File: src/include/rs_alu_macros.svh
`ifndef RS_ALU_MACROS_SVH
`define RS_ALU_MACROS_SVH

// station geometry
`define RS_DEPTH        8
`define RS_IDX_W        3

// datapath fields
`define TAG_W           8
`define WORD_W          32
`define OPC_W           4

// producers that broadcast results (alu, mul, div, load, branch, p-unit)
`define NUM_WB          6

// credit pools
`define ISSUE_CREDITS   2
`define ISSUE_CNT_W     2   // holds 0..ISSUE_CREDITS
`define DISP_CNT_W      4   // holds 0..RS_DEPTH on the dispatcher side

`endif
File: src/rtl/rs_alu_pkg.sv
`include "rs_alu_macros.svh"

package rs_alu_pkg;

    typedef logic [`TAG_W-1:0]  phys_tag_t;
    typedef logic [`WORD_W-1:0] word_t;
    typedef logic [`OPC_W-1:0]  alu_op_t;

    // one result broadcast
    typedef struct packed {
        logic      valid;
        phys_tag_t tag;
    } wb_bus_t;

    typedef struct packed {
        phys_tag_t tag;
        logic      rdy;     // value is in the register file
    } src_t;

    // dispatch word and issue payload
    typedef struct packed {
        word_t     inst_num;
        word_t     pc;
        phys_tag_t rd;
        alu_op_t   alu_op;
        logic      src1_sel;    // operand 1 from pc
        logic      src2_sel;    // operand 2 from imm
        word_t     imm;
        src_t      src1;
        src_t      src2;
    } uop_t;

    typedef struct packed {
        logic busy;
        uop_t uop;
    } rs_entry_t;

endpackage

File: src/rtl/rs_alu_top.sv
`timescale 1ns/1ps
`include "rs_alu_macros.svh"

module rs_alu_top
    import rs_alu_pkg::*;
(
    input  logic     clk,
    input  logic     rst_n,
    input  logic     flush,
    input  logic     disp_valid,
    input  uop_t     disp_uop,
    input  wb_bus_t  wb_bus [`NUM_WB],
    input  logic     issue_credit,
    output logic     disp_credit,
    output logic     issue_valid,
    output uop_t     issue_uop
);

    rs_entry_t            entries [`RS_DEPTH];
    logic [`RS_DEPTH-1:0] wake1;
    logic [`RS_DEPTH-1:0] wake2;
    logic                 disp_wake1;
    logic                 disp_wake2;
    logic [`RS_DEPTH-1:0] ready_vec;
    logic [`RS_DEPTH-1:0] alloc_onehot;
    logic [`RS_DEPTH-1:0] grant_onehot;
    logic [`RS_DEPTH-1:0] release_onehot;
    logic                 issue_en;

    rs_wakeup u_wakeup (
        .entries    (entries),
        .disp_uop   (disp_uop),
        .wb_bus     (wb_bus),
        .wake1      (wake1),
        .wake2      (wake2),
        .disp_wake1 (disp_wake1),
        .disp_wake2 (disp_wake2)
    );

    rs_entry_array u_entries (
        .clk            (clk),
        .rst_n          (rst_n),
        .flush          (flush),
        .disp_valid     (disp_valid),
        .disp_uop       (disp_uop),
        .disp_wake1     (disp_wake1),
        .disp_wake2     (disp_wake2),
        .wake1          (wake1),
        .wake2          (wake2),
        .release_onehot (release_onehot),
        .entries        (entries),
        .busy_vec       (),
        .ready_vec      (ready_vec),
        .alloc_onehot   (alloc_onehot)
    );

    rs_age_matrix u_age (
        .clk          (clk),
        .rst_n        (rst_n),
        .flush        (flush),
        .alloc_onehot (alloc_onehot),
        .ready_vec    (ready_vec),
        .issue_en     (issue_en),
        .grant_onehot (grant_onehot)
    );

    rs_issue_stage u_issue (
        .clk            (clk),
        .rst_n          (rst_n),
        .flush          (flush),
        .entries        (entries),
        .grant_onehot   (grant_onehot),
        .issue_credit   (issue_credit),
        .issue_en       (issue_en),
        .release_onehot (release_onehot),
        .disp_credit    (disp_credit),
        .issue_valid    (issue_valid),
        .issue_uop      (issue_uop)
    );

endmodule

File: src/rtl/rs_issue_stage.sv
`timescale 1ns/1ps
`include "rs_alu_macros.svh"

module rs_issue_stage
    import rs_alu_pkg::*;
(
    input  logic                  clk,
    input  logic                  rst_n,
    input  logic                  flush,
    input  rs_entry_t             entries [`RS_DEPTH],
    input  logic [`RS_DEPTH-1:0]  grant_onehot,
    input  logic                  issue_credit,
    output logic                  issue_en,
    output logic [`RS_DEPTH-1:0]  release_onehot,
    output logic                  disp_credit,
    output logic                  issue_valid,
    output uop_t                  issue_uop
);

    logic [`ISSUE_CNT_W-1:0] credit_q;
    logic                    fire;
    uop_t                    pick;

    // nothing leaves while flushing
    assign issue_en       = (credit_q != '0) && !flush;
    assign fire           = |grant_onehot;
    assign release_onehot = grant_onehot;

    // grant is one-hot so an or-mux is enough
    always_comb begin
        pick = '0;
        for (int i = 0; i < `RS_DEPTH; i++) begin
            if (grant_onehot[i]) begin
                pick = pick | entries[i].uop;
            end
        end
        pick.src1.rdy = 1'b1;
        pick.src2.rdy = 1'b1;
    end

    always_ff @(posedge clk) begin
        if (!rst_n) begin
            credit_q    <= `ISSUE_CREDITS;
            issue_valid <= 1'b0;
            disp_credit <= 1'b0;
        end else begin
            issue_valid <= fire;
            disp_credit <= fire;    // slot freed by this issue
            case ({issue_credit, fire})
                2'b10:   credit_q <= credit_q + 1'b1;
                2'b01:   credit_q <= credit_q - 1'b1;
                default: credit_q <= credit_q;
            endcase
        end
    end

    always_ff @(posedge clk) begin
        if (fire) begin
            issue_uop <= pick;
        end
    end

endmodule

File: src/rtl/rs_age_matrix.sv
`timescale 1ns/1ps
`include "rs_alu_macros.svh"

module rs_age_matrix
    import rs_alu_pkg::*;
(
    input  logic                  clk,
    input  logic                  rst_n,
    input  logic                  flush,
    input  logic [`RS_DEPTH-1:0]  alloc_onehot,
    input  logic [`RS_DEPTH-1:0]  ready_vec,
    input  logic                  issue_en,
    output logic [`RS_DEPTH-1:0]  grant_onehot
);

    // older_q[r][c]: entry r is older than entry c
    logic [`RS_DEPTH-1:0] older_q [`RS_DEPTH];
    logic [`RS_DEPTH-1:0] older_col;

    always_ff @(posedge clk) begin
        if (!rst_n || flush) begin
            for (int r = 0; r < `RS_DEPTH; r++) begin
                older_q[r] <= '0;
            end
        end else begin
            for (int r = 0; r < `RS_DEPTH; r++) begin
                for (int c = 0; c < `RS_DEPTH; c++) begin
                    if (alloc_onehot[c] && r != c) begin
                        older_q[r][c] <= 1'b1;  // everyone precedes the newcomer
                    end else if (alloc_onehot[r]) begin
                        older_q[r][c] <= 1'b0;
                    end
                end
            end
        end
    end

    // oldest ready entry has no older ready entry in its column
    always_comb begin
        grant_onehot = '0;
        older_col    = '0;
        for (int i = 0; i < `RS_DEPTH; i++) begin
            for (int j = 0; j < `RS_DEPTH; j++) begin
                older_col[j] = older_q[j][i];
            end
            grant_onehot[i] = issue_en && ready_vec[i] && !(|(older_col & ready_vec));
        end
    end

endmodule

File: src/rtl/rs_entry_array.sv
`timescale 1ns/1ps
`include "rs_alu_macros.svh"

module rs_entry_array
    import rs_alu_pkg::*;
(
    input  logic                  clk,
    input  logic                  rst_n,
    input  logic                  flush,
    input  logic                  disp_valid,
    input  uop_t                  disp_uop,
    input  logic                  disp_wake1,
    input  logic                  disp_wake2,
    input  logic [`RS_DEPTH-1:0]  wake1,
    input  logic [`RS_DEPTH-1:0]  wake2,
    input  logic [`RS_DEPTH-1:0]  release_onehot,
    output rs_entry_t             entries [`RS_DEPTH],
    output logic [`RS_DEPTH-1:0]  busy_vec,
    output logic [`RS_DEPTH-1:0]  ready_vec,
    output logic [`RS_DEPTH-1:0]  alloc_onehot
);

    logic [`RS_DEPTH-1:0] busy_q;
    uop_t                 uop_q [`RS_DEPTH];
    logic [`RS_IDX_W-1:0] free_idx;
    logic                 free_any;
    uop_t                 wr_uop;

    // lowest free slot, scanned downwards so index 0 wins
    always_comb begin
        free_idx = '0;
        free_any = 1'b0;
        for (int i = `RS_DEPTH - 1; i >= 0; i--) begin
            if (!busy_q[i]) begin
                free_idx = i[`RS_IDX_W-1:0];
                free_any = 1'b1;
            end
        end
    end

    always_comb begin
        alloc_onehot = '0;
        if (disp_valid && free_any && !flush) begin
            alloc_onehot[free_idx] = 1'b1;
        end
    end

    // source counts as ready if already in the rf or broadcast right now
    always_comb begin
        wr_uop          = disp_uop;
        wr_uop.src1.rdy = disp_uop.src1.rdy | disp_wake1;
        wr_uop.src2.rdy = disp_uop.src2.rdy | disp_wake2;
    end

    always_ff @(posedge clk) begin
        for (int i = 0; i < `RS_DEPTH; i++) begin
            if (alloc_onehot[i]) begin
                uop_q[i] <= wr_uop;
            end else begin
                if (wake1[i]) uop_q[i].src1.rdy <= 1'b1;
                if (wake2[i]) uop_q[i].src2.rdy <= 1'b1;
            end
        end
    end

    always_ff @(posedge clk) begin
        if (!rst_n) begin
            busy_q <= '0;
        end else if (flush) begin
            busy_q <= '0;       // drop everything held
        end else begin
            busy_q <= (busy_q & ~release_onehot) | alloc_onehot;
        end
    end

    always_comb begin
        for (int i = 0; i < `RS_DEPTH; i++) begin
            entries[i].busy = busy_q[i];
            entries[i].uop  = uop_q[i];
            ready_vec[i]    = busy_q[i] & uop_q[i].src1.rdy & uop_q[i].src2.rdy;
        end
    end

    assign busy_vec = busy_q;

endmodule

File: src/rtl/rs_wakeup.sv
`timescale 1ns/1ps
`include "rs_alu_macros.svh"

module rs_wakeup
    import rs_alu_pkg::*;
(
    input  rs_entry_t             entries [`RS_DEPTH],
    input  uop_t                  disp_uop,
    input  wb_bus_t               wb_bus [`NUM_WB],
    output logic [`RS_DEPTH-1:0]  wake1,
    output logic [`RS_DEPTH-1:0]  wake2,
    output logic                  disp_wake1,
    output logic                  disp_wake2
);

    // any valid broadcast carrying this tag
    function automatic logic tag_hit(input phys_tag_t tag, input wb_bus_t bus [`NUM_WB]);
        logic hit;
        hit = 1'b0;
        for (int b = 0; b < `NUM_WB; b++) begin
            if (bus[b].valid && bus[b].tag == tag) begin
                hit = 1'b1;
            end
        end
        return hit;
    endfunction

    always_comb begin
        for (int i = 0; i < `RS_DEPTH; i++) begin
            wake1[i] = entries[i].busy && tag_hit(entries[i].uop.src1.tag, wb_bus);
            wake2[i] = entries[i].busy && tag_hit(entries[i].uop.src2.tag, wb_bus);
        end
    end

    // bypass for a consumer arriving in the broadcast cycle
    assign disp_wake1 = tag_hit(disp_uop.src1.tag, wb_bus);
    assign disp_wake2 = tag_hit(disp_uop.src2.tag, wb_bus);

endmodule

File: config.mk
export PLATFORM = sky130hd
export DESIGN_NAME = rs_alu_top
export DESIGN_NICKNAME = d
export VERILOG_FILES = /design/src/rtl/rs_alu_pkg.sv /design/src/rtl/rs_alu_top.sv /design/src/rtl/rs_issue_stage.sv /design/src/rtl/rs_age_matrix.sv /design/src/rtl/rs_entry_array.sv /design/src/rtl/rs_wakeup.sv
export VERILOG_INCLUDE_DIRS = /design/src /design/src/include
export SDC_FILE = /design/constraint.sdc
export NUM_CORES = 2
export LEC_CHECK = 0
export ABC_CLOCK_PERIOD_IN_PS = 8100
export BUFFER_PORTS_ARGS = -buffer_cell sky130_fd_sc_hd__buf_2
export CAP_MARGIN = 20
export CORE_MARGIN = 1.5
export CORE_UTILIZATION = 45
export CTS_BUF_LIST = sky130_fd_sc_hd__clkbuf_8
export DETAILED_ROUTE_END_ITERATION = 8
export PLACE_DENSITY = 0.67
export SYNTH_ARGS = -nofsm -noshare
export SYNTH_HDL_FRONTEND = slang
export SYNTH_SLANG_ARGS = --single-unit
File: constraint.sdc
create_clock -name clk -period 8.1 [get_ports clk]
set_clock_uncertainty 0.2 [all_clocks]
set_input_delay 0.81 -clock clk [delete_from_list [all_inputs] [get_ports clk]]
set_output_delay 0.81 -clock clk [all_outputs]
set_load 0.02 [all_outputs]
### Yosys cells after proc, flatten, opt, wreduce, memory -nomap -nowiden

Memory sizes are Yosys's and may differ from the RTL's.
Cells that the tools add are included.

| storage, ports and cells | value |
|---|---|
| memories kept | 2 |
| output and inout bits | 130 |
| word-level logic and storage cells | 990 |
| memory bits (writable) | 1,088 |
| bits of input ports | 187 |
| bits in registers | 137 |

| cells by class | value |
|---|---|
| magnitude comparators | 2 |
| bitwise operators | 173 |
| reductions and logical operators | 167 |
| muxes and demuxes | 522 |
| eq/ne operators | 110 |
| add/sub/neg operators | 2 |

Memories:

| memory | words | width | rd ports | clocked after Yosys merged registers in | write ports | line | RTL |
|---|---|---|---|---|---|---|---|
| u_entries.uop_q | 8 | 128 | 8 | 0 | 8 | rs_entry_array.sv:24 | `` uop_t uop_q [`RS_DEPTH]; `` |
| u_age.older_q | 8 | 8 | 8 | 0 | 8 | rs_age_matrix.sv:17 | `` logic [`RS_DEPTH-1:0] older_q [`RS_DEPTH]; `` |

Operators with widths:

| cell | count |
|---|---|
| $mux W128 | 8 |
| $or A128 B128 Y128 | 7 |
| $eq A8 B8 Y1 | 108 |
| $mux W1 | 503 |
| $logic_and A1 B1 Y1 | 144 |
| $or A1 B1 Y1 | 138 |
| $and A8 B8 Y8 | 9 |
| $reduce_or A8 Y1 | 9 |
| $mux W3 | 8 |
| $and A1 B1 Y1 | 16 |
| $logic_not A1 Y1 | 10 |
| $mux W8 | 1 |
| $not A8 Y8 | 1 |
| $or A8 B8 Y8 | 1 |
| $lt A3 B4 Y1 const B | 1 |
| $pmux W2 S2 | 1 |
| $reduce_bool A2 Y1 | 2 |
| $demux W1 S3 | 1 |
| $ge A3 B1 Y1 const B | 1 |
| $add A2 B1 Y2 const B | 1 |
| $eq A2 B1 Y1 const B | 1 |
| $eq A2 B2 Y1 const B | 1 |
| $reduce_or A2 Y1 | 1 |
| $sub A2 B1 Y2 const B | 1 |
| other kinds (2) | 2 |

### Logic depth before layout (Yosys ltp)

An unclocked memory read counts as a cell.

| logic depth | value |
|---|---|
| depth after elaboration | 22 |
| mapped depth | 12 |
| depth with buffers taken out | 9 |

### Hierarchy

From an unflattened synthesis, not the netlist that was laid out.

| second synthesis, totals | value |
|---|---|
| cells, all modules | 3,785 |
| area, all modules | 55,430.7 µm² |

By module, submodules not included:

| module | seq. area each (µm²) | area an instance (µm²) | cells an instance | times used |
|---|---|---|---|---|
| rs_entry_array | 30,889.6 | 31,515.2 | 1,139 | 1 |
| rs_wakeup | 0.0 | 11,429.7 | 1,483 | 1 |
| rs_issue_stage | 3,843.7 | 9,733.1 | 897 | 1 |
| rs_age_matrix | 1,681.6 | 2,752.6 | 266 | 1 |

### Worst setup path before layout

Ideal clock, no wire load.

| path | value |
|---|---|
| path kind | input -> register |
| start point | input port flush |
| end point | register u_issue.credit_q[1] |
| required time | 7.838 ns |
| data arrival time | 5.571 ns |
| setup slack | 2.267 ns |
| cell stages on the path | 9 |
| library setup time | 0.062 ns |
| cells stage by stage | o21ba_2 nand2_1 nor4b_4 buf_12 nor4_2 nand2_1 ha_1 or3_1 nand3_1 |

| between the ends | value |
|---|---|
| longest elaborated chain between the ends | 7 |
| elaborated cells between the ends (all ways) | 23 |

Ends and longest elaborated chain:

| element | line | RTL |
|---|---|---|
| start, declared | rs_alu_top.sv:9 | `input logic flush,` |
| $logic_not A1 Y1 * | rs_issue_stage.sv:25 | `assign issue_en = (credit_q != '0) && !flush;` |
| $logic_and A1 B1 Y1 * | rs_issue_stage.sv:25 |  |
| $logic_and A1 B1 Y1 (2 in a row) | rs_age_matrix.sv:46 | `grant_onehot[i] = issue_en && ready_vec[i] && !(\|(older_col & ready_vec));` |
| $reduce_or A8 Y1 * | rs_issue_stage.sv:26 | `assign fire = \|grant_onehot;` |
| named net u_issue.fire | rs_issue_stage.sv:21 | `logic fire;` |
| $eq A2 B1 Y1 or $eq A2 B2 Y1 (tied branches) | rs_issue_stage.sv:49 | `case ({issue_credit, fire})` |
| $pmux W2 S2 or $reduce_bool A2 Y1 (tied branches) | -- |  |
| end signal, assigned | rs_issue_stage.sv:50 | `2'b10: credit_q <= credit_q + 1'b1;` |
| end signal, assigned | rs_issue_stage.sv:51 | `2'b01: credit_q <= credit_q - 1'b1;` |
| end signal, assigned | rs_issue_stage.sv:52 | `default: credit_q <= credit_q;` |
| end, declared | rs_issue_stage.sv:20 | `` logic [`ISSUE_CNT_W-1:0] credit_q; `` |

The timed path passes the listed nets; every way through them passes the cells marked *.
A chain may end at the register's enable or synchronous reset.

### Worst setup path after layout

| path | value |
|---|---|
| start point | register u_entries.busy_q[2] (netlist: u_entries.busy_vec[2]) |
| end point | register u_issue.issue_uop[47] (netlist name) |

| between the ends | value |
|---|---|
| longest elaborated chain between the ends | 7 |
| elaborated cells between the ends (all ways) | 36 |

Ends and longest elaborated chain:

| element | line | RTL |
|---|---|---|
| start, declared | rs_entry_array.sv:23 | `` logic [`RS_DEPTH-1:0] busy_q; `` |
| start signal, assigned | rs_entry_array.sv:72 | `busy_q <= (busy_q & ~release_onehot) \| alloc_onehot;` |
| $and A1 B1 Y1 * (2 in a row) | rs_entry_array.sv:80 | `ready_vec[i] = busy_q[i] & uop_q[i].src1.rdy & uop_q[i].src2.rdy;` |
| $and A8 B8 Y8 | rs_age_matrix.sv:46 |  |
| $reduce_or A8 Y1 | rs_age_matrix.sv:46 |  |
| $logic_not A1 Y1 | rs_age_matrix.sv:46 |  |
| $logic_and A1 B1 Y1 | rs_age_matrix.sv:46 |  |
| $reduce_or A8 Y1 * | rs_issue_stage.sv:26 |  |
| named net u_issue.fire | rs_issue_stage.sv:21 |  |

Marks and branches as above.

==> flow_summary.json <==
{
  "power_density_nw_per_um2": 200,
  "drv_cap": 0,
  "grt.total_usage": 0.266,
  "synth_cells": 3758,
  "rsz0062_at_grt": "no",
  "end_kind": "flop",
  "wl_per_cell_um": 29.5,
  "io_buffers": 314,
  "htreeDepth": 4,
  "grt_first_pass_wirelength_um": 244000,
  "io_pins": 317,
  "start_kind": "flop",
  "avgSynthCellArea_um2": 14.8,
  "grt_start_max_net_pins": 129,
  "start_util": 0.455,
  "drt_iter0_drc": 4339,
  "setup_tns_ns": 0,
  "cts.sinks": 1217,
  "finalWeightedCongestion": 0.935,
  "die_w_um": 354,
  "cts_tree": "done",
  "antenna_found_initial": 18,
  "slowest_delay_ns": 0.78,
  "status": "complete, no violations",
  "ys_ff_latch": 1217,
  "drc_errors": 0,
  "peakVddDrop_mv": 0.147,
  "final_hold_viol_count": 0,
  "crit_required_ns": 8.39,
  "die_area_um2": 126000,
  "fmax_ghz": 0.228,
  "clk-insertion-delay-late_ns": 0.91,
  "p_seq_frac": 0.567,
  "hold_path.class": "in -> reg",
  "yosysTopAreaCellShare": 0.651,
  "worst_slack_ns": 3.72,
  "path_buf_inv": 2,
  "area_growth_pct": 11.4,
  "core_area_um2": 122000,
  "overflow": 0,
  "layoutNonFillerInstCount": 5786,
  "clockBufferDepth": 3,
  "design_area_um2": 61900,
  "synth_most_common_cell": "edfxtp_1",
  "drt_pre_antenna_iters": 6,
  "vias": 35033,
  "final_nets": 4197,
  "synth_ff_type": "edfxtp_1",
  "crit_type": "reg -> reg",
  "seq_area_frac_synth": 0.655,
  "fin_crit_ns": 4.38,
  "place_ws_ns": 3.52,
  "synth_edf_count": 1204,
  "worst_pin_slew_ns": 1.12,
  "arrival_ns": 4.67,
  "p_clk_frac": 0.379,
  "synth-warning-count": 0,
  "relSlewSlack": 0.245,
  "synth_area_leaders": "edfxtp_1, xor2_1, a22oi_1, a221oi_2, xnor2_1",
  "p_int_uw": 9450,
  "synth_common_cells": "edfxtp_1, xor2_1, a22oi_1",
  "p_comb_frac": 0.054,
  "wl_um": 170000,
  "swShare": 0.236,
  "fp-row-count": 128,
  "leakagePower_uw": 0.0211,
  "antenna_left": 0,
  "dp_hpwl_um": 90700,
  "synth_top_area_cell": "edfxtp_1",
  "place_inst": 5334,
  "finalCritPeriodShare": 0.540,
  "path_clk_slew_ns": 0.06,
  "p_switching_uw": 2910,
  "cts_made_buffers": 187,
  "syn_area_um2": 55600,
  "die_h_um": 354,
  "cpMaxStageDelayCell": "buf_4",
  "layout-drive-gt1-share": 0.186,
  "synth_cell_types": 60,
  "setup_viol": 0,
  "cp_max_fo": 88,
  "vias_per_cell": 6.05,
  "clockRootBuffer": "clkbuf_8",
  "drv_slew": 0,
  "ys_async_sr_fraction": 0,
  "grt_pass1_vias": 34721,
  "placed_area_um2": 57400,
  "path_cells": "and3_1, nand2_1, nor4b_4, buf_4, nor4_2, nand2_4, buf_12",
  "cpLargestDelayFamily": "simple AND/OR/NAND/NOR gates"
}
## cell usage in the layout (no fill, tap or decap), drive strengths merged, types with 7 or more instances in the layout
cell type       n
a21oi          14
a221oi        126
a22oi         262
buf           347
nand4         113
o21ai          18
and2           10
xor2          728
dfxtp          13
clkinv         63
o31ai           8
a22o          131
nand3         192
nor2           49
nand2b          8
nand2          77
nor3           75
clkbuf        189
diode           7
xnor2         138
nor4          134
inv            91
dlygate4sd3   111
edfxtp       1204
and3           10
## power by group through the flow
stage | clock [uW] | combinational (uW) | sequential (uW)
final | 4680 | 671 | 7010
after global routing | 5030 | 699 | 7010
after CTS | 4770 | 649 | 7010
after detailed placement | 0 | 600 | 7140
after global placement | 0 | 585 | 7140
after floorplan | 0 | 357 | 7130
## cells by family after synthesis
| logic type | synth area share |
|---|---|
| DFF | 0.655 |
| xor gates and xnor gates | 0.136 |
| and+or+nand+nor | 0.0712 |
| AOI/OAI and AO/OA | 0.0964 |
| buffers and inverters | 0.0405 |
| adders and majority gates | 0.000225 |
| other | 0.0000675 |
## stage by stage
stage	power, uW	util	hold WS [ns]
2_1_floorplan	7480	-	0.288
3_3_place_gp	7720	0.470	0.322
3_5_place_dp	7740	0.470	0.332
4_1_cts	12400	0.507	0.0228
5_1_grt	12700	0.507	0.0865
6_report	12400	0.507	0.127
## final timing paths
kind | to | depth (start not counted) | startpoint | slack, ns
worst max register to register | u_issue.issue_uop[47] | 7 | u_entries.busy_vec[2] | 3.72
worst max-delay path | u_issue.issue_uop[47] | 7 | u_entries.busy_vec[2] | 3.72
worst min register to register | u_issue.issue_uop[45] | 2 | u_entries.uop_q[0][301] | 0.32
worst min-delay path | u_age.older_q[0][1] | 3 | disp_valid | 0.13
## per-layer routing
layer,share of wire,vias up,global-route usage
li1,-,14836,-
met1,0.40,17640,0.357
met2,0.45,2122,0.411
met3,0.11,417,0.0672
met4,0.044,18,0.116
met5,0.00057,-,0
## timing repair
action | 4_1_cts | 5_1_grt
hold endpoints to repair | 883 | 0
gates resized for setup | 0 | 0
buffers inserted | 0 | 0
hold buffers | 111 | 0
## cell type report
cell class | instances | area, um2
multi-input cells | 2131 | 17000
inverters | 14 | 92.6
well taps | 1625 | 2030
clock buffers | 189 | 2600
diodes | 7 | 17.5
clock inverters | 145 | 774
fillers | 10239 | 60300
flip-flops and latches | 1217 | 36400
repair buffers | 458 | 3010
## tightest hold or removal path, delay by kind of cell
family                 cells  cell delay [ns]
buffers and inverters      1             0.13
and+or+nand+nor            2             0.17
## flip-flops by register name (all words and copies together), names as in the netlist
signal / flops
u_issue.issue_uop: 126
u_entries.uop_q: 1024
u_entries.busy_vec: 8
u_issue.credit_q: 2
u_issue.disp_credit: 1
u_age.older_q: 56
Note: power is estimated with default switching activity, not from simulation.
